<file path="src/axi_fields_pkg.sv">
// AXI field widths, types and response codes shared by every monitor block
package axi_fields_pkg;

	////////////////////
	// Field widths
	////////////////////
	localparam int ID_W    = 3;     // AXI ID width
	localparam int NUM_IDS = 8;     // One bitmap slot per ID
	localparam int LEN_W   = 8;     // AxLEN field
	localparam int BEAT_W  = 9;     // Beat count, holds len plus one
	localparam int RESP_W  = 2;     // xRESP field
	localparam int CNT_W   = 4;     // Outstanding burst count

	typedef logic [ID_W-1:0]  axi_id_t;
	typedef logic [LEN_W-1:0] axi_len_t;

	// Response codes, high bit set means an error
	typedef enum logic [RESP_W-1:0] {
		OKAY   = 2'b00,
		EXOKAY = 2'b01,
		SLVERR = 2'b10,
		DECERR = 2'b11
	} axi_resp_t;

endpackage

</file>
<file path="src/monitor_pkg.sv">
// Monitor limits, fault codes and state encoding used by the control and checker blocks
package monitor_pkg;

	////////////////////
	// Limits
	////////////////////
	localparam int MAX_STALL   = 8;   // Valid without ready, in cycles
	localparam int MAX_DELAY   = 16;  // No response while bursts are open
	localparam int MAX_BURST   = 15;  // Largest legal AxLEN
	localparam int ERR_CNT_W   = 8;   // Error response counter
	localparam int NUM_FAULTS  = 14;  // Fault codes including NONE

	// Timer widths, each holds its own limit
	localparam int STALL_CNT_W = $clog2(MAX_STALL + 1);
	localparam int DELAY_CNT_W = $clog2(MAX_DELAY + 1);

	// Lowest value wins when several fire together
	typedef enum logic [3:0] {
		NONE         = 4'd0,
		AW_STALL     = 4'd1,
		W_STALL      = 4'd2,
		AR_STALL     = 4'd3,
		WR_TIMEOUT   = 4'd4,
		RD_TIMEOUT   = 4'd5,
		ID_REUSE     = 4'd6,
		UNEXPECTED_B = 4'd7,
		UNEXPECTED_R = 4'd8,
		W_NO_ADDR    = 4'd9,
		BURST_LEN_W  = 4'd10,
		BURST_LEN_R  = 4'd11,
		R_INTERLEAVE = 4'd12,
		LEN_LIMIT    = 4'd13
	} fault_code_t;

	typedef enum logic [1:0] {
		RESET   = 2'd0,  // First cycle out of reset
		ARMED   = 2'd1,  // Watching
		FAULTED = 2'd2   // Sticky until reset
	} mon_state_t;

endpackage

</file>
<file path="src/axi_event_if.sv">
// Decoded handshake events, driven by the control block and read by each checker
`timescale 1ns/1ps

interface axi_event_if import axi_fields_pkg::*; ();

	// Fire strobes, valid and ready high together
	logic     aw_fire;
	logic     w_fire;
	logic     b_fire;
	logic     ar_fire;
	logic     r_fire;

	// Side fields qualified by the fires
	axi_id_t  aw_id;
	axi_len_t aw_len;
	logic     w_last;
	axi_id_t  b_id;
	axi_id_t  ar_id;
	axi_len_t ar_len;
	axi_id_t  r_id;
	logic     r_last;

	logic     aw_valid;  // Raw levels for the stall timers
	logic     w_valid;
	logic     ar_valid;

	modport src (output aw_fire, w_fire, b_fire, ar_fire, r_fire, aw_id, aw_len, w_last,
		b_id, ar_id, ar_len, r_id, r_last, aw_valid, w_valid, ar_valid);
	modport dst (input aw_fire, w_fire, b_fire, ar_fire, r_fire, aw_id, aw_len, w_last,
		b_id, ar_id, ar_len, r_id, r_last, aw_valid, w_valid, ar_valid);

endinterface

</file>
<file path="src/monitor_viol_if.sv">
// Violation strobes from the checkers back to the fault latch, one per fault code
`timescale 1ns/1ps

interface monitor_viol_if ();

	logic aw_stall;      // Latency watch
	logic w_stall;
	logic ar_stall;
	logic wr_timeout;
	logic rd_timeout;
	logic id_reuse;      // ID tracker
	logic unexpected_b;
	logic unexpected_r;
	logic w_no_addr;     // Burst checker
	logic burst_len_w;
	logic burst_len_r;
	logic r_interleave;
	logic len_limit;

	modport src (output aw_stall, w_stall, ar_stall, wr_timeout, rd_timeout, id_reuse,
		unexpected_b, unexpected_r, w_no_addr, burst_len_w, burst_len_r, r_interleave,
		len_limit);
	modport dst (input aw_stall, w_stall, ar_stall, wr_timeout, rd_timeout, id_reuse,
		unexpected_b, unexpected_r, w_no_addr, burst_len_w, burst_len_r, r_interleave,
		len_limit);

endinterface

</file>
<file path="src/axi_burst_checker.sv">
// Write and read beat counting against burst lengths, plus interleave and length limit checks
`timescale 1ns/1ps

module axi_burst_checker import axi_fields_pkg::*, monitor_pkg::*;
(
	input  logic        i_clk,
	input  logic        i_axi_reset_n,
	axi_event_if.dst    ev,
	monitor_viol_if.src viol
);

	// Write side, one burst at a time
	logic              wr_pend;
	axi_len_t          wr_len_q;
	logic [BEAT_W-1:0] wr_cnt;        // Beats taken so far
	axi_len_t          wr_cur_len;
	logic [BEAT_W-1:0] wr_beat, wr_exp;
	logic              w_done;

	// Read side
	axi_len_t          rd_len [NUM_IDS];  // Pending length per ID
	logic              rd_busy;
	axi_id_t           rd_cur_id;
	logic [BEAT_W-1:0] rd_cnt;
	logic [BEAT_W-1:0] rd_beat, rd_exp;

	////////////////////
	// Write beats
	////////////////////
	assign w_done     = ev.w_fire && ev.w_last;
	assign wr_cur_len = wr_pend ? wr_len_q : ev.aw_len;  // Same-cycle AW counts
	assign wr_beat    = wr_cnt + 1'b1;
	assign wr_exp     = BEAT_W'(wr_cur_len) + 1'b1;

	assign viol.w_no_addr   = ev.w_fire && !wr_pend && !ev.aw_fire;
	assign viol.burst_len_w = ev.w_fire && (wr_pend || ev.aw_fire)
		&& (ev.w_last ? (wr_beat != wr_exp) : (wr_beat >= wr_exp));

	always_ff @(posedge i_clk)
	begin
		if (!i_axi_reset_n)
		begin
			wr_pend <= 1'b0;
			wr_cnt  <= '0;
		end
		else
		begin
			if (ev.aw_fire && (!wr_pend || w_done) && !(w_done && !wr_pend))
			begin
				wr_pend  <= 1'b1;
				wr_len_q <= ev.aw_len;
			end
			else if (w_done)
				wr_pend <= 1'b0;

			if (ev.w_fire)
				wr_cnt <= ev.w_last ? '0 : wr_beat;
		end
	end

	////////////////////
	// Read beats
	////////////////////
	assign rd_beat = rd_cnt + 1'b1;
	assign rd_exp  = BEAT_W'(rd_len[ev.r_id]) + 1'b1;

	assign viol.r_interleave = ev.r_fire && rd_busy && (ev.r_id != rd_cur_id);
	// Counter belongs to another ID when interleaved
	assign viol.burst_len_r  = ev.r_fire && !viol.r_interleave
		&& (ev.r_last ? (rd_beat != rd_exp) : (rd_beat >= rd_exp));

	always_ff @(posedge i_clk)
	begin
		if (ev.ar_fire)
			rd_len[ev.ar_id] <= ev.ar_len;
	end

	always_ff @(posedge i_clk)
	begin
		if (!i_axi_reset_n)
		begin
			rd_busy <= 1'b0;
			rd_cnt  <= '0;
		end
		else if (ev.r_fire)
		begin
			rd_busy   <= !ev.r_last;
			rd_cur_id <= ev.r_id;
			rd_cnt    <= ev.r_last ? '0 : rd_beat;
		end
	end

	assign viol.len_limit = (ev.aw_fire && (ev.aw_len > LEN_W'(MAX_BURST)))
		|| (ev.ar_fire && (ev.ar_len > LEN_W'(MAX_BURST)));

endmodule

</file>
<file path="src/axi_id_tracker.sv">
// Per-ID outstanding bitmaps and burst counters, flags ID reuse and orphan responses
`timescale 1ns/1ps

module axi_id_tracker import axi_fields_pkg::*;
(
	input  logic             i_clk,
	input  logic             i_axi_reset_n,
	axi_event_if.dst         ev,
	output logic [CNT_W-1:0] o_wr_outstanding,
	output logic [CNT_W-1:0] o_rd_outstanding,
	monitor_viol_if.src      viol
);

	logic [NUM_IDS-1:0] aw_map;     // Write address accepted
	logic [NUM_IDS-1:0] wc_map;     // Write data complete
	logic [NUM_IDS-1:0] rd_map;     // Read address accepted
	logic               wr_open;    // Data of one write burst still running
	axi_id_t            wr_id_q;    // ID owning the running write data
	axi_id_t            data_id;
	logic               w_done;
	logic               wr_inc, wr_dec, rd_inc, rd_dec;

	// W carries no ID, data belongs to the open burst or to a same-cycle AW
	assign data_id = wr_open ? wr_id_q : ev.aw_id;
	assign w_done  = ev.w_fire && ev.w_last;

	////////////////////
	// Checks
	////////////////////
	assign viol.id_reuse     = (ev.aw_fire && aw_map[ev.aw_id])
		|| (ev.ar_fire && rd_map[ev.ar_id]);
	assign viol.unexpected_b = ev.b_fire && !(aw_map[ev.b_id] && wc_map[ev.b_id]);
	assign viol.unexpected_r = ev.r_fire && !rd_map[ev.r_id];

	always_ff @(posedge i_clk)
	begin
		if (!i_axi_reset_n)
		begin
			aw_map  <= '0;
			wc_map  <= '0;
			rd_map  <= '0;
			wr_open <= 1'b0;
		end
		else
		begin
			if (ev.b_fire)                          // Release first, set wins
			begin
				aw_map[ev.b_id] <= 1'b0;
				wc_map[ev.b_id] <= 1'b0;
			end
			if (ev.aw_fire)
			begin
				aw_map[ev.aw_id] <= 1'b1;
				wc_map[ev.aw_id] <= 1'b0;
			end
			if (w_done)
				wc_map[data_id] <= 1'b1;
			if (ev.r_fire && ev.r_last)
				rd_map[ev.r_id] <= 1'b0;
			if (ev.ar_fire)
				rd_map[ev.ar_id] <= 1'b1;

			// Single-beat burst with data alongside its AW never opens
			if (ev.aw_fire && !(w_done && !wr_open))
			begin
				wr_open <= 1'b1;
				wr_id_q <= ev.aw_id;
			end
			else if (w_done)
				wr_open <= 1'b0;
		end
	end

	////////////////////
	// Outstanding counts
	////////////////////
	// Only real bitmap transitions move the counts
	assign wr_inc = ev.aw_fire && !aw_map[ev.aw_id];
	assign wr_dec = ev.b_fire && aw_map[ev.b_id];
	assign rd_inc = ev.ar_fire && !rd_map[ev.ar_id];
	assign rd_dec = ev.r_fire && ev.r_last && rd_map[ev.r_id];

	always_ff @(posedge i_clk)
	begin
		if (!i_axi_reset_n)
		begin
			o_wr_outstanding <= '0;
			o_rd_outstanding <= '0;
		end
		else
		begin
			o_wr_outstanding <= o_wr_outstanding + CNT_W'(wr_inc) - CNT_W'(wr_dec);
			o_rd_outstanding <= o_rd_outstanding + CNT_W'(rd_inc) - CNT_W'(rd_dec);
		end
	end

	a_wr_count: assert property (@(posedge i_clk) disable iff (!i_axi_reset_n)
		o_wr_outstanding == CNT_W'($countones(aw_map)));
	a_rd_count: assert property (@(posedge i_clk) disable iff (!i_axi_reset_n)
		o_rd_outstanding == CNT_W'($countones(rd_map)));

endmodule

</file>
<file path="src/axi_latency_watch.sv">
// Stall timers on the AW, W and AR channels and response delay timers for open bursts
`timescale 1ns/1ps

module axi_latency_watch import axi_fields_pkg::*, monitor_pkg::*;
(
	input  logic             i_clk,
	input  logic             i_axi_reset_n,
	axi_event_if.dst         ev,
	input  logic [CNT_W-1:0] i_wr_outstanding,
	input  logic [CNT_W-1:0] i_rd_outstanding,
	monitor_viol_if.src      viol
);

	// Index 0 AW, 1 W, 2 AR
	logic [2:0]             st_valid, st_fire, st_hit;
	logic [STALL_CNT_W-1:0] stall_cnt [3];

	// Index 0 write, 1 read
	logic [1:0]             dl_run, dl_clr, dl_hit;
	logic [DELAY_CNT_W-1:0] delay_cnt [2];

	assign st_valid = {ev.ar_valid, ev.w_valid, ev.aw_valid};
	assign st_fire  = {ev.ar_fire, ev.w_fire, ev.aw_fire};

	////////////////////
	// Stall timers
	////////////////////
	for (genvar g = 0; g < 3; g++)
	begin : g_stall
		always_ff @(posedge i_clk)
		begin
			if (!i_axi_reset_n || !st_valid[g] || st_fire[g])
				stall_cnt[g] <= '0;
			else if (stall_cnt[g] != STALL_CNT_W'(MAX_STALL))
				stall_cnt[g] <= stall_cnt[g] + 1'b1;  // Parks at the limit
		end

		// This edge completes the last allowed stall cycle
		assign st_hit[g] = st_valid[g] && !st_fire[g]
			&& (stall_cnt[g] == STALL_CNT_W'(MAX_STALL - 1));

		a_stall_bound: assert property (@(posedge i_clk) disable iff (!i_axi_reset_n)
			stall_cnt[g] <= STALL_CNT_W'(MAX_STALL));
	end

	////////////////////
	// Response delay
	////////////////////
	assign dl_run = {i_rd_outstanding != '0, i_wr_outstanding != '0};
	assign dl_clr = {ev.r_fire, ev.b_fire};   // Any R beat counts as progress

	for (genvar g = 0; g < 2; g++)
	begin : g_delay
		always_ff @(posedge i_clk)
		begin
			if (!i_axi_reset_n || !dl_run[g] || dl_clr[g])
				delay_cnt[g] <= '0;
			else if (delay_cnt[g] != DELAY_CNT_W'(MAX_DELAY))
				delay_cnt[g] <= delay_cnt[g] + 1'b1;
		end

		assign dl_hit[g] = dl_run[g] && !dl_clr[g]
			&& (delay_cnt[g] == DELAY_CNT_W'(MAX_DELAY - 1));

		a_delay_bound: assert property (@(posedge i_clk) disable iff (!i_axi_reset_n)
			delay_cnt[g] <= DELAY_CNT_W'(MAX_DELAY));
	end

	assign viol.aw_stall   = st_hit[0];
	assign viol.w_stall    = st_hit[1];
	assign viol.ar_stall   = st_hit[2];
	assign viol.wr_timeout = dl_hit[0];
	assign viol.rd_timeout = dl_hit[1];

endmodule

</file>
<file path="src/axi_monitor_ctrl.sv">
// Handshake decode, first-fault latch and error response counter of the AXI monitor
`timescale 1ns/1ps

module axi_monitor_ctrl import axi_fields_pkg::*, monitor_pkg::*;
(
	input  logic                 i_clk,
	input  logic                 i_axi_reset_n,
	input  logic                 i_axi_awvalid,
	input  logic                 i_axi_awready,
	input  axi_id_t              i_axi_awid,
	input  axi_len_t             i_axi_awlen,
	input  logic                 i_axi_wvalid,
	input  logic                 i_axi_wready,
	input  logic                 i_axi_wlast,
	input  logic                 i_axi_bvalid,
	input  logic                 i_axi_bready,
	input  axi_id_t              i_axi_bid,
	input  axi_resp_t            i_axi_bresp,
	input  logic                 i_axi_arvalid,
	input  logic                 i_axi_arready,
	input  axi_id_t              i_axi_arid,
	input  axi_len_t             i_axi_arlen,
	input  logic                 i_axi_rvalid,
	input  logic                 i_axi_rready,
	input  axi_id_t              i_axi_rid,
	input  axi_resp_t            i_axi_rresp,
	input  logic                 i_axi_rlast,
	axi_event_if.src             ev,
	monitor_viol_if.dst          viol,
	output logic                 o_fault,
	output fault_code_t          o_fault_code,
	output logic [ERR_CNT_W-1:0] o_resp_err_count
);

	mon_state_t            state;
	logic [NUM_FAULTS-1:0] viol_vec;     // Bit n set means code n seen
	fault_code_t           next_code;
	logic                  b_err, r_err;
	logic [1:0]            err_inc;
	logic [ERR_CNT_W:0]    err_sum;      // One spare bit for saturation

	////////////////////
	// Event decode
	////////////////////
	assign ev.aw_fire  = i_axi_awvalid && i_axi_awready;
	assign ev.w_fire   = i_axi_wvalid && i_axi_wready;
	assign ev.b_fire   = i_axi_bvalid && i_axi_bready;
	assign ev.ar_fire  = i_axi_arvalid && i_axi_arready;
	assign ev.r_fire   = i_axi_rvalid && i_axi_rready;
	assign ev.aw_id    = i_axi_awid;
	assign ev.aw_len   = i_axi_awlen;
	assign ev.w_last   = i_axi_wlast;
	assign ev.b_id     = i_axi_bid;
	assign ev.ar_id    = i_axi_arid;
	assign ev.ar_len   = i_axi_arlen;
	assign ev.r_id     = i_axi_rid;
	assign ev.r_last   = i_axi_rlast;
	assign ev.aw_valid = i_axi_awvalid;
	assign ev.w_valid  = i_axi_wvalid;
	assign ev.ar_valid = i_axi_arvalid;

	////////////////////
	// Fault priority
	////////////////////
	assign viol_vec = {viol.len_limit, viol.r_interleave, viol.burst_len_r, viol.burst_len_w,
		viol.w_no_addr, viol.unexpected_r, viol.unexpected_b, viol.id_reuse,
		viol.rd_timeout, viol.wr_timeout, viol.ar_stall, viol.w_stall, viol.aw_stall, 1'b0};

	// Walk down so the lowest code set is the one kept
	always_comb
	begin
		next_code = NONE;
		for (int i = NUM_FAULTS - 1; i >= 1; i--)
			if (viol_vec[i])
				next_code = fault_code_t'(i);
	end

	always_ff @(posedge i_clk)
	begin
		if (!i_axi_reset_n)
		begin
			state        <= RESET;
			o_fault_code <= NONE;
		end
		else
		begin
			case (state)
				RESET, ARMED:
				begin
					if (|viol_vec)
					begin
						state        <= FAULTED;
						o_fault_code <= next_code;  // First fault only
					end
					else
						state <= ARMED;
				end
				default: state <= state;              // FAULTED holds until reset
			endcase
		end
	end

	assign o_fault = (state == FAULTED);

	////////////////////
	// Error responses
	////////////////////
	assign b_err   = ev.b_fire && i_axi_bresp[1];  // SLVERR or DECERR
	assign r_err   = ev.r_fire && i_axi_rresp[1];
	assign err_inc = {1'b0, b_err} + {1'b0, r_err};
	assign err_sum = o_resp_err_count + err_inc;

	always_ff @(posedge i_clk)
	begin
		if (!i_axi_reset_n)
			o_resp_err_count <= '0;
		else if (err_sum[ERR_CNT_W])
			o_resp_err_count <= '1;                   // Saturate
		else
			o_resp_err_count <= err_sum[ERR_CNT_W-1:0];
	end

	// A code is held exactly while faulted
	a_code_matches_state: assert property (@(posedge i_clk) disable iff (!i_axi_reset_n)
		(o_fault_code != NONE) == (state == FAULTED));

endmodule

</file>
<file path="src/axi_protocol_monitor.sv">
// Top level of the passive AXI protocol monitor, watches one port and reports the first fault
`timescale 1ns/1ps

module axi_protocol_monitor import axi_fields_pkg::*, monitor_pkg::*;
(
	input  logic                 i_clk,
	input  logic                 i_axi_reset_n,
	input  logic                 i_axi_awvalid,
	input  logic                 i_axi_awready,
	input  axi_id_t              i_axi_awid,
	input  axi_len_t             i_axi_awlen,
	input  logic                 i_axi_wvalid,
	input  logic                 i_axi_wready,
	input  logic                 i_axi_wlast,
	input  logic                 i_axi_bvalid,
	input  logic                 i_axi_bready,
	input  axi_id_t              i_axi_bid,
	input  axi_resp_t            i_axi_bresp,
	input  logic                 i_axi_arvalid,
	input  logic                 i_axi_arready,
	input  axi_id_t              i_axi_arid,
	input  axi_len_t             i_axi_arlen,
	input  logic                 i_axi_rvalid,
	input  logic                 i_axi_rready,
	input  axi_id_t              i_axi_rid,
	input  axi_resp_t            i_axi_rresp,
	input  logic                 i_axi_rlast,
	output logic                 o_fault,
	output fault_code_t          o_fault_code,
	output logic [CNT_W-1:0]     o_wr_outstanding,
	output logic [CNT_W-1:0]     o_rd_outstanding,
	output logic [ERR_CNT_W-1:0] o_resp_err_count
);

	axi_event_if    u_ev ();    // Decoded handshakes
	monitor_viol_if u_viol ();  // Violation strobes

	axi_monitor_ctrl u_ctrl (
		.i_clk, .i_axi_reset_n,
		.i_axi_awvalid, .i_axi_awready, .i_axi_awid, .i_axi_awlen,
		.i_axi_wvalid, .i_axi_wready, .i_axi_wlast,
		.i_axi_bvalid, .i_axi_bready, .i_axi_bid, .i_axi_bresp,
		.i_axi_arvalid, .i_axi_arready, .i_axi_arid, .i_axi_arlen,
		.i_axi_rvalid, .i_axi_rready, .i_axi_rid, .i_axi_rresp, .i_axi_rlast,
		.ev               (u_ev.src),
		.viol             (u_viol.dst),
		.o_fault, .o_fault_code, .o_resp_err_count
	);

	axi_latency_watch u_latency (
		.i_clk, .i_axi_reset_n,
		.ev               (u_ev.dst),
		.i_wr_outstanding (o_wr_outstanding),
		.i_rd_outstanding (o_rd_outstanding),
		.viol             (u_viol.src)
	);

	axi_id_tracker u_ids (
		.i_clk, .i_axi_reset_n,
		.ev               (u_ev.dst),
		.o_wr_outstanding, .o_rd_outstanding,
		.viol             (u_viol.src)
	);

	axi_burst_checker u_bursts (
		.i_clk, .i_axi_reset_n,
		.ev               (u_ev.dst),
		.viol             (u_viol.src)
	);

endmodule

</file>
<file path="config.mk">
export PLATFORM = sky130hd
export DESIGN_NAME = axi_protocol_monitor
export DESIGN_NICKNAME = d
export VERILOG_FILES = /design/src/axi_fields_pkg.sv /design/src/monitor_pkg.sv /design/src/axi_event_if.sv /design/src/monitor_viol_if.sv /design/src/axi_burst_checker.sv /design/src/axi_id_tracker.sv /design/src/axi_latency_watch.sv /design/src/axi_monitor_ctrl.sv /design/src/axi_protocol_monitor.sv
export SDC_FILE = /design/constraint.sdc
export NUM_CORES = 1
export LEC_CHECK = 0
export ABC_AREA = 1
export BUFFER_PORTS_ARGS = -buffer_cell sky130_fd_sc_hd__clkbuf_2
export CAP_MARGIN = 20
export CELL_PAD_IN_SITES_DETAIL_PLACEMENT = 1
export CELL_PAD_IN_SITES_GLOBAL_PLACEMENT = 2
export CORE_ASPECT_RATIO = 2
export CORE_MARGIN = 1
export CORE_UTILIZATION = 34
export DETAILED_ROUTE_END_ITERATION = 12
export GPL_ROUTABILITY_DRIVEN = 0
export PLACE_DENSITY_LB_ADDON = 0.1
export SLEW_MARGIN = 20
export SYNTH_ARGS = -nofsm -noshare
export SYNTH_HDL_FRONTEND = slang
export SYNTH_SLANG_ARGS = --single-unit
</file>
<file path="constraint.sdc">
create_clock -name i_clk -period 3.3 [get_ports i_clk]
set_input_delay 0.33 -clock i_clk [delete_from_list [all_inputs] [get_ports i_clk]]
set_output_delay 0.33 -clock i_clk [all_outputs]
set_load 0.05 [all_outputs]
</file>
== After elaboration in Yosys (flattened, before gate mapping) ==
Memory sizes are Yosys's and may differ from the RTL's.
Cells that the tools add are included.

* Register bits: 81
* RAM bits: 86
* Output and inout bits: 21
* Word-level logic and storage cells: 259
* Memories: 3

{| class="wikitable"
|+ Memories
! name !! words !! bits a word !! rd ports !! clocked after memory_dff !! write ports !! line !! RTL
|-
| u_bursts.rd_len || 8 || 8 || 1 || 0 || 1 || axi_burst_checker.sv:21 || <nowiki>axi_len_t rd_len [NUM_IDS];</nowiki>
|-
| u_latency.stall_cnt || 3 || 4 || 3 || 0 || 3 || axi_latency_watch.sv:16 || <nowiki>logic [STALL_CNT_W-1:0] stall_cnt [3];</nowiki>
|-
| u_latency.delay_cnt || 2 || 5 || 2 || 0 || 2 || axi_latency_watch.sv:20 || <nowiki>logic [DELAY_CNT_W-1:0] delay_cnt [2];</nowiki>
|}

* Add/subtract/negate cells: 15
* $lt $le $gt $ge: 14
* Equality and inequality tests: 15
* Mux-type cells: 87
* Bitwise gates (word level): 15
* Reduce and logical (&&, ||, !) cells: 94

{| class="wikitable"
|+ Operators with widths
! cell !! count
|-
| 8-bit two-way mux || 13
|-
| 4-bit two-way mux || 16
|-
| 1-bit logical AND || 48
|-
| 1-bit two-way mux || 42
|-
| 8-bit AND || 4
|-
| 8-bit inverter || 3
|-
| 8-bit OR || 3
|-
| 1-bit logical NOT || 21
|-
| 3-bit by 4-bit less-than comparator with 1-bit output, second input constant || 5
|-
| 8-bit by 1-bit adder with 9-bit output, second input constant || 2
|-
| 9-bit by 1-bit adder with 9-bit output, second input constant || 2
|-
| 9-bit >= comparator || 2
|-
| 9-bit two-way mux || 2
|-
| 9-bit != test || 2
|-
| 8-bit by 4-bit greater-than comparator with 1-bit output, second input constant || 2
|-
| 1-bit binary-select mux with 3-bit select || 5
|-
| 1-bit demux with 3-bit select || 5
|-
| 3-bit by 1-bit >= comparator with 1-bit output, second input constant || 5
|-
| 1-bit logical OR || 14
|-
| 13-bit OR reduction || 1
|-
| 4-bit by 1-bit adder with 4-bit output, second input constant || 3
|-
| 4-bit by 3-bit == test with 1-bit output, second input constant || 3
|-
| 4-bit != test, second input constant || 3
|-
| 5-bit by 1-bit adder with 5-bit output, second input constant || 2
|-
| 18 further kinds || 32
|}

== Depth between registers and ports, before layout ==
Gate-level depths: netlist (run 1).

* Depth after elaboration: 17
* Gate-level depth with buffers: 32
* Depth with buffers taken out: 31

== Worst setup path before layout (run 1) ==
Ideal clock, no wire load.

* Kind: input to register
* Start: input i_axi_rid[2]
* End: register u_ctrl.o_fault_code[1]
* Setup time: 0.113 ns
* Arrival time: 3.024 ns
* Required time: 3.187 ns
* Slack: 0.162 ns
* Cell stages on the path: 27
* Path buffers: 1
* Cells stage by stage: buf_4 -> nor3_4 -> a22o_1 -> inv_1 -> nand4_2 -> ha_1 -> nand2_1 -> nor2_1 -> nand2_1 -> o21bai_1 -> nand2_1 -> ha_1 -> nand2_1 -> nor2_1 -> nand3b_1 -> nand2_1 -> inv_1 -> nand3_1 -> nand2_1 -> nor2_2 -> nand2_2 -> nand2_2 -> nand2_4 -> inv_2 -> nor2_2 -> nand2_1 -> nand2_1

* Word-level cells in the longest chain between the ends: 16
* Elaborated cells between the ends (all ways): 28
* Classes of those cells: add/sub: 1; order compare: 1; eq/ne: 2; mux: 15; reduce/logical: 8; memory: 1

{| class="wikitable"
|+ Ends and longest elaborated chain
! what !! line !! RTL
|-
| start: declaration || axi_protocol_monitor.sv:25 || <nowiki>input axi_id_t i_axi_rid,</nowiki>
|-
| memory read 8 x 8 bit or 3-bit != test (tied branches) || -- ||
|-
| 8-bit by 1-bit adder with 9-bit output or 1-bit logical AND (tied branches) || axi_burst_checker.sv:65, axi_burst_checker.sv:67 ||
|-
| 9-bit >= comparator, or another cell as far along || axi_burst_checker.sv:70 || <nowiki>&& (ev.r_last ? (rd_beat != rd_exp) : (rd_beat >= rd_exp));</nowiki>
|-
| 1-bit two-way mux or 1-bit logical AND (tied branches) || axi_burst_checker.sv:70, axi_burst_checker.sv:69 ||
|-
| 1-bit logical AND || axi_burst_checker.sv:70 ||
|-
| 4-bit two-way mux (11 in series) || axi_monitor_ctrl.sv:74 || <nowiki>if (viol_vec[i])</nowiki>
|-
| end signal: assignment || axi_monitor_ctrl.sv:93 || <nowiki>o_fault_code <= next_code;</nowiki>
|-
| end: declaration || axi_monitor_ctrl.sv:31 || <nowiki>output fault_code_t o_fault_code,</nowiki>
|}

Several ways; a longest one is shown, not always the timed one. The select of a mux whose other input is x is not followed.
A chain may end at the register's enable or synchronous reset.

== Worst setup path in the final report (run 1) ==
* Start: register u_bursts.wr_pend
* End: register u_ctrl.o_fault_code[0]

* Word-level cells in the longest chain between the ends: 15
* Elaborated cells between the ends (all ways): 23
* Classes of those cells: add/sub: 1; order compare: 1; eq/ne: 1; mux: 12; reduce/logical: 8

{| class="wikitable"
|+ Ends and longest elaborated chain
! what !! line !! RTL
|-
| start: declaration || axi_burst_checker.sv:13 || <nowiki>logic wr_pend;</nowiki>
|-
| start signal: assignment || axi_burst_checker.sv:43 || <nowiki>wr_pend <= 1'b0;</nowiki>
|-
| start signal: assignment || axi_burst_checker.sv:50 || <nowiki>wr_pend <= 1'b1;</nowiki>
|-
| start signal: assignment || axi_burst_checker.sv:54 || <nowiki>wr_pend <= 1'b0;</nowiki>
|-
| 8-bit two-way mux || axi_burst_checker.sv:31 || <nowiki>assign wr_cur_len = wr_pend ? wr_len_q : ev.aw_len;</nowiki>
|-
| 8-bit by 1-bit adder with 9-bit output || axi_burst_checker.sv:33 || <nowiki>assign wr_exp = BEAT_W'(wr_cur_len) + 1'b1;</nowiki>
|-
| 9-bit >= comparator or 9-bit != test (tied branches) || axi_burst_checker.sv:37 || <nowiki>&& (ev.w_last ? (wr_beat != wr_exp) : (wr_beat >= wr_exp));</nowiki>
|-
| 1-bit two-way mux || axi_burst_checker.sv:37 ||
|-
| 1-bit logical AND || axi_burst_checker.sv:37 ||
|-
| 4-bit two-way mux (10 in series) || axi_monitor_ctrl.sv:74 ||
|}

Several ways; a longest one is shown, not always the timed one.

==> metrics, run 1 <==
Area Growth Syn to Fin=21.3%; final setup violating endpoints=0; Crit Path Max Fanout=5; DIE AREA=26,600 um2; CTS tree=yes; total CTS buffers=17; Least-Margin Pin Slew=0.727 ns; slowest CP cell=or3b_4; cell with the most instances after synthesis=nand2_1; Hold WC Path Type=primary input to flip-flop; WS Path Type=flip-flop to flip-flop; asr flop ratio synth=0; post-route minimum period=3.08 ns; fin. max-slew vios=0; mean post-synth cell area=8.72 um2; CP Launch Type=flip-flop; Multi-input gate area=3890 um2; reg-to-reg endpoint=u_ctrl.o_fault_code[0]; largest net degree at the start of global routing=25; Max-Cap Viols=0; Post-DRT Antenna Nets=0; Final Hold Viols=0; via/cell ratio=4.83; EDFF count, synth=100; Final Cycle Share=0.932; Core Util, Final=0.418; I/O pins=67; most frequent cells after synthesis=nand2_1, inv_1, nor2_1; Worst path most repeated cell=nand2_2; maximum clock insertion buffer count=2; Setup crit end kind=flip-flop; hpwl dp=20,800 um; Root Driver=clkbuf_16; fraction of layout cells with a size suffix above 1=0.212; reg2reg start=u_bursts.wr_pend; synthesized flop and latch total=167; R2R depth=21; CTS sink cnt=167; final WL=25,500 um; first-pass GRT wire length=40,400 um; drt wl/cell=17.1 um; filler cell count=3,089; first-pass iteration count of the detailed router=6; clock latency at the later pin of the worst-skew pair=0.46 ns; Area contributors post-synth=edfxtp_1, dfxtp_1, nand2_1; TNS Setup=0 ns; Static Leak=4.42 nW; area of the core=25,500 um2; Ant. Diodes=0; Hold Crit Depth=1; Synth Cell Area=8800 um2; Critical Path RT=3.64 ns; Starting Density=0.345; Synth cell types=49; CP max stage delay=0.44 ns; crit-path leading delay family=simple AND/OR/NAND/NOR gates; PD cells=479 nW/um2; RSZ-0062 raised after global routing=false; Syn Inst Count=1,010; crit-path cells=inv_2 -> buf_4 -> nand2_1 -> nand2_1 -> nor3b_4 -> or3b_4 -> nor3_4 -> xnor2_1 -> ha_1 -> nand2_2 -> nor3_2 -> a31oi_1 -> nand2_2 -> nand2_2 -> nor2_2 -> nand2_2 -> nand2_2 -> nand2_4 -> inv_2 -> nor2_2 -> a21oi_2; row count=83; Reg2Reg Setup Slack=0.22 ns; fmax=0.325 GHz; Hold Path Sink=u_bursts.wr_len_q[1]; # H-tree levels=4; Worst Skew=0.0140 ns; Die H=230 um; Synth Warn #=0; hold_sp=i_axi_awlen[1]; vias=7,193; die width=116 um; headroom to the max-slew limit=0.514; Post-layout nets=1,231; run status=finished, final reports clean; Critical Path AT=3.42 ns; initial antenna violation count=0; Setup crit start=u_bursts.wr_pend; GRT Residual Overflow=0; Syn Nets=1,104; WP buf/inv=3; Reg clk slew, reported paths=0.08 ns; GRT Util Overall=0.207; input/output buffers=64; share of the synthesized area in the top cell type=0.341; FF+latch area=4350 um2; top_reg_cell synth=edfxtp_1; vias in the first global route=7,783; dominant cell type by area after synthesis=edfxtp_1; post-synthesis sequential area ratio=0.493; DRC violations left=0; DR iter-0 viols=212; Worst VDD drop=0.270 mV
## layer usage
| layer | vias to the layer above | share of wire | track usage |
|---|---|---|---|
| met5 | - | 0 | 0 |
| met4 | 0 | 0.021 | 0.0733 |
| met3 | 29 | 0.019 | 0.0360 |
| met2 | 66 | 0.64 | 0.448 |
| met1 | 3496 | 0.32 | 0.170 |
| li1 | 3602 | - | - |
## state kept, by name, summed over array words and instances, names as in the netlist, 9 cells and up
name	cells
u_bursts.rd_len	64
u_latency.stall_cnt	12
u_latency.delay_cnt	10
u_bursts.wr_cnt	9
u_bursts.rd_cnt	9
## final cells by class
class	count	share of cell area
Clock inverter	14	0.0143
Clock buffer	18	0.0402
Sequential cell	167	0.407
Timing Repair Buffer	126	0.0763
Multi-Input combinational cell	662	0.365
Tap cell	340	0.0398
Inverter	163	0.0575
## worst max-delay path by stage
stage / cells past startpoint / slack [ns] / endpoint
after CTS: 26 / 0.04 / u_ctrl.o_fault_code[1]
after global routing: 28 / 0.003 / u_ctrl.o_fault_code[0]
after global placement: 29 / -0.35 / u_ctrl.o_fault_code[1]
after detailed placement: 29 / -0.43 / u_ctrl.o_fault_code[1]
final: 21 / 0.22 / u_ctrl.o_fault_code[0]
after floorplan: 27 / 0.16 / u_ctrl.o_fault_code[1]
## stage by stage
stage / power (W) / setup slack, ns / cell area [um2] / hold WS [ns] / std cells
floorplan: 0.00284 / 0.162 / 8800 / 0.428 / 1010
global placement: 0.00312 / -0.350 / 9940 / 0.443 / 1457
detailed placement: 0.00314 / -0.429 / 9940 / 0.471 / 1457
CTS: 0.00518 / 0.0381 / 10500 / 0.0334 / 1489
global route: 0.00534 / 0.00311 / 10700 / 0.0445 / 1490
finish: 0.00511 / 0.224 / 10700 / 0.0632 / 1490
## worst register-to-register path: stages, from the launching register on
cell and delay (ns):
dfxtp_2 0.34, inv_2 0.07, buf_4 0.11, nand2_1 0.04
nand2_1 0.09, nor3b_4 0.21, or3b_4 0.44, nor3_4 0.21
xnor2_1 0.16, ha_1 0.26, nand2_2 0.10, nor3_2 0.05
a31oi_1 0.19, nand2_2 0.12, nand2_2 0.11, nor2_2 0.04
nand2_2 0.06, nand2_2 0.06, nand2_4 0.10, inv_2 0.05
nor2_2 0.11, a21oi_2 0.06
## cell usage in the layout (no fill, tap or decap), types with 7 or more instances in the layout
master,instances
or2_2,8
dfxtp_1,65
nand3_2,10
xor2_1,20
clkbuf_2,61
nor3_1,7
a21oi_1,77
ha_1,43
nand2_2,12
inv_1,147
nand3_1,47
xnor2_1,12
buf_4,59
inv_2,15
a221oi_1,7
edfxtp_1,100
nand4_1,19
nor2_2,12
nand2_1,183
clkbuf_16,17
o21ai_0,32
nor2_1,98
## cells by family after synthesis
family,after synthesis,share of synthesized area
AO/OA/AOI/OAI,159,0.104
buffers and inverters,181,0.0800
flip-flops,167,0.493
XOR/XNOR,34,0.0338
multiplexers,1,0.00114
adder cells (fa/ha/maj),48,0.0708
AND/OR/NAND/NOR,420,0.216
## power breakdown
group | leakage (nW) | internal, W | switching [W]
clock | 0.289 | 0.00108 | 0.000944
combinational | 2.61 | 0.000261 | 0.000513
sequential | 1.52 | 0.00228 | 0.0000437
## what timing repair did
item,CTS,global route
gates resized for setup,1,45
pin swaps,0,14
setup buffers,0,1
endpoints found under the setup margin,3,6
hold buffers,0,0
Power figures use the tool's default switching activity.
==> run 2, diff against run 1 <==
- CELL_PAD_IN_SITES_DETAIL_PLACEMENT: 1 -> default
- CELL_PAD_IN_SITES_GLOBAL_PLACEMENT: 2 -> default
- CORE_ASPECT_RATIO: 2 -> default
- CORE_MARGIN: 1 -> default
- CORE_UTILIZATION: 34 -> default
- PLACE_DENSITY_LB_ADDON: 0.1 -> default
- SYNTH_HIERARCHICAL: default -> 1
==> metrics, run 2 <==
run status=did not finish; Failed at=1_2_yosys; error msg=ERROR: Found 13 problems in 'check -assert'.; top_reg_cell synth=edfxtp_1; Synth Warn #=0; Synth cell types=59; synthesized flop and latch total=167; share of the synthesized area in the top cell type=0.305; # Cells Yosys=1,238; dominant cell type by area after synthesis=edfxtp_1; most frequent cells after synthesis=nand2_1, inv_1, nor2_1; EDFF count, synth=100; cell with the most instances after synthesis=nand2_1; Area contributors post-synth=edfxtp_1, dfxtp_1, nand2_1; asr flop ratio synth=0; Yosys Chip Area=9840 um2; post-synthesis sequential area ratio=0.441
-- run 2: changes by cell type after synthesis, moves of 6 or more --
cell,delta
inv_2,-8
nor2_1,+11
buf_4,+60
a21oi_1,-16
clkbuf_1,-6
nand4_1,-9
nand3_1,+24
nand2_1,+118
inv_1,+52
a221oi_1,-8
-- run 2: cell families after synthesis --
kind of cell / share of synthesized area
xor+xnor: 0.0329
other cells: 0.00114
compound gates: 0.0765
mux: 0.00102
buf+inv: 0.141
simple gates: 0.245
flops: 0.441
fa+ha+maj: 0.0608
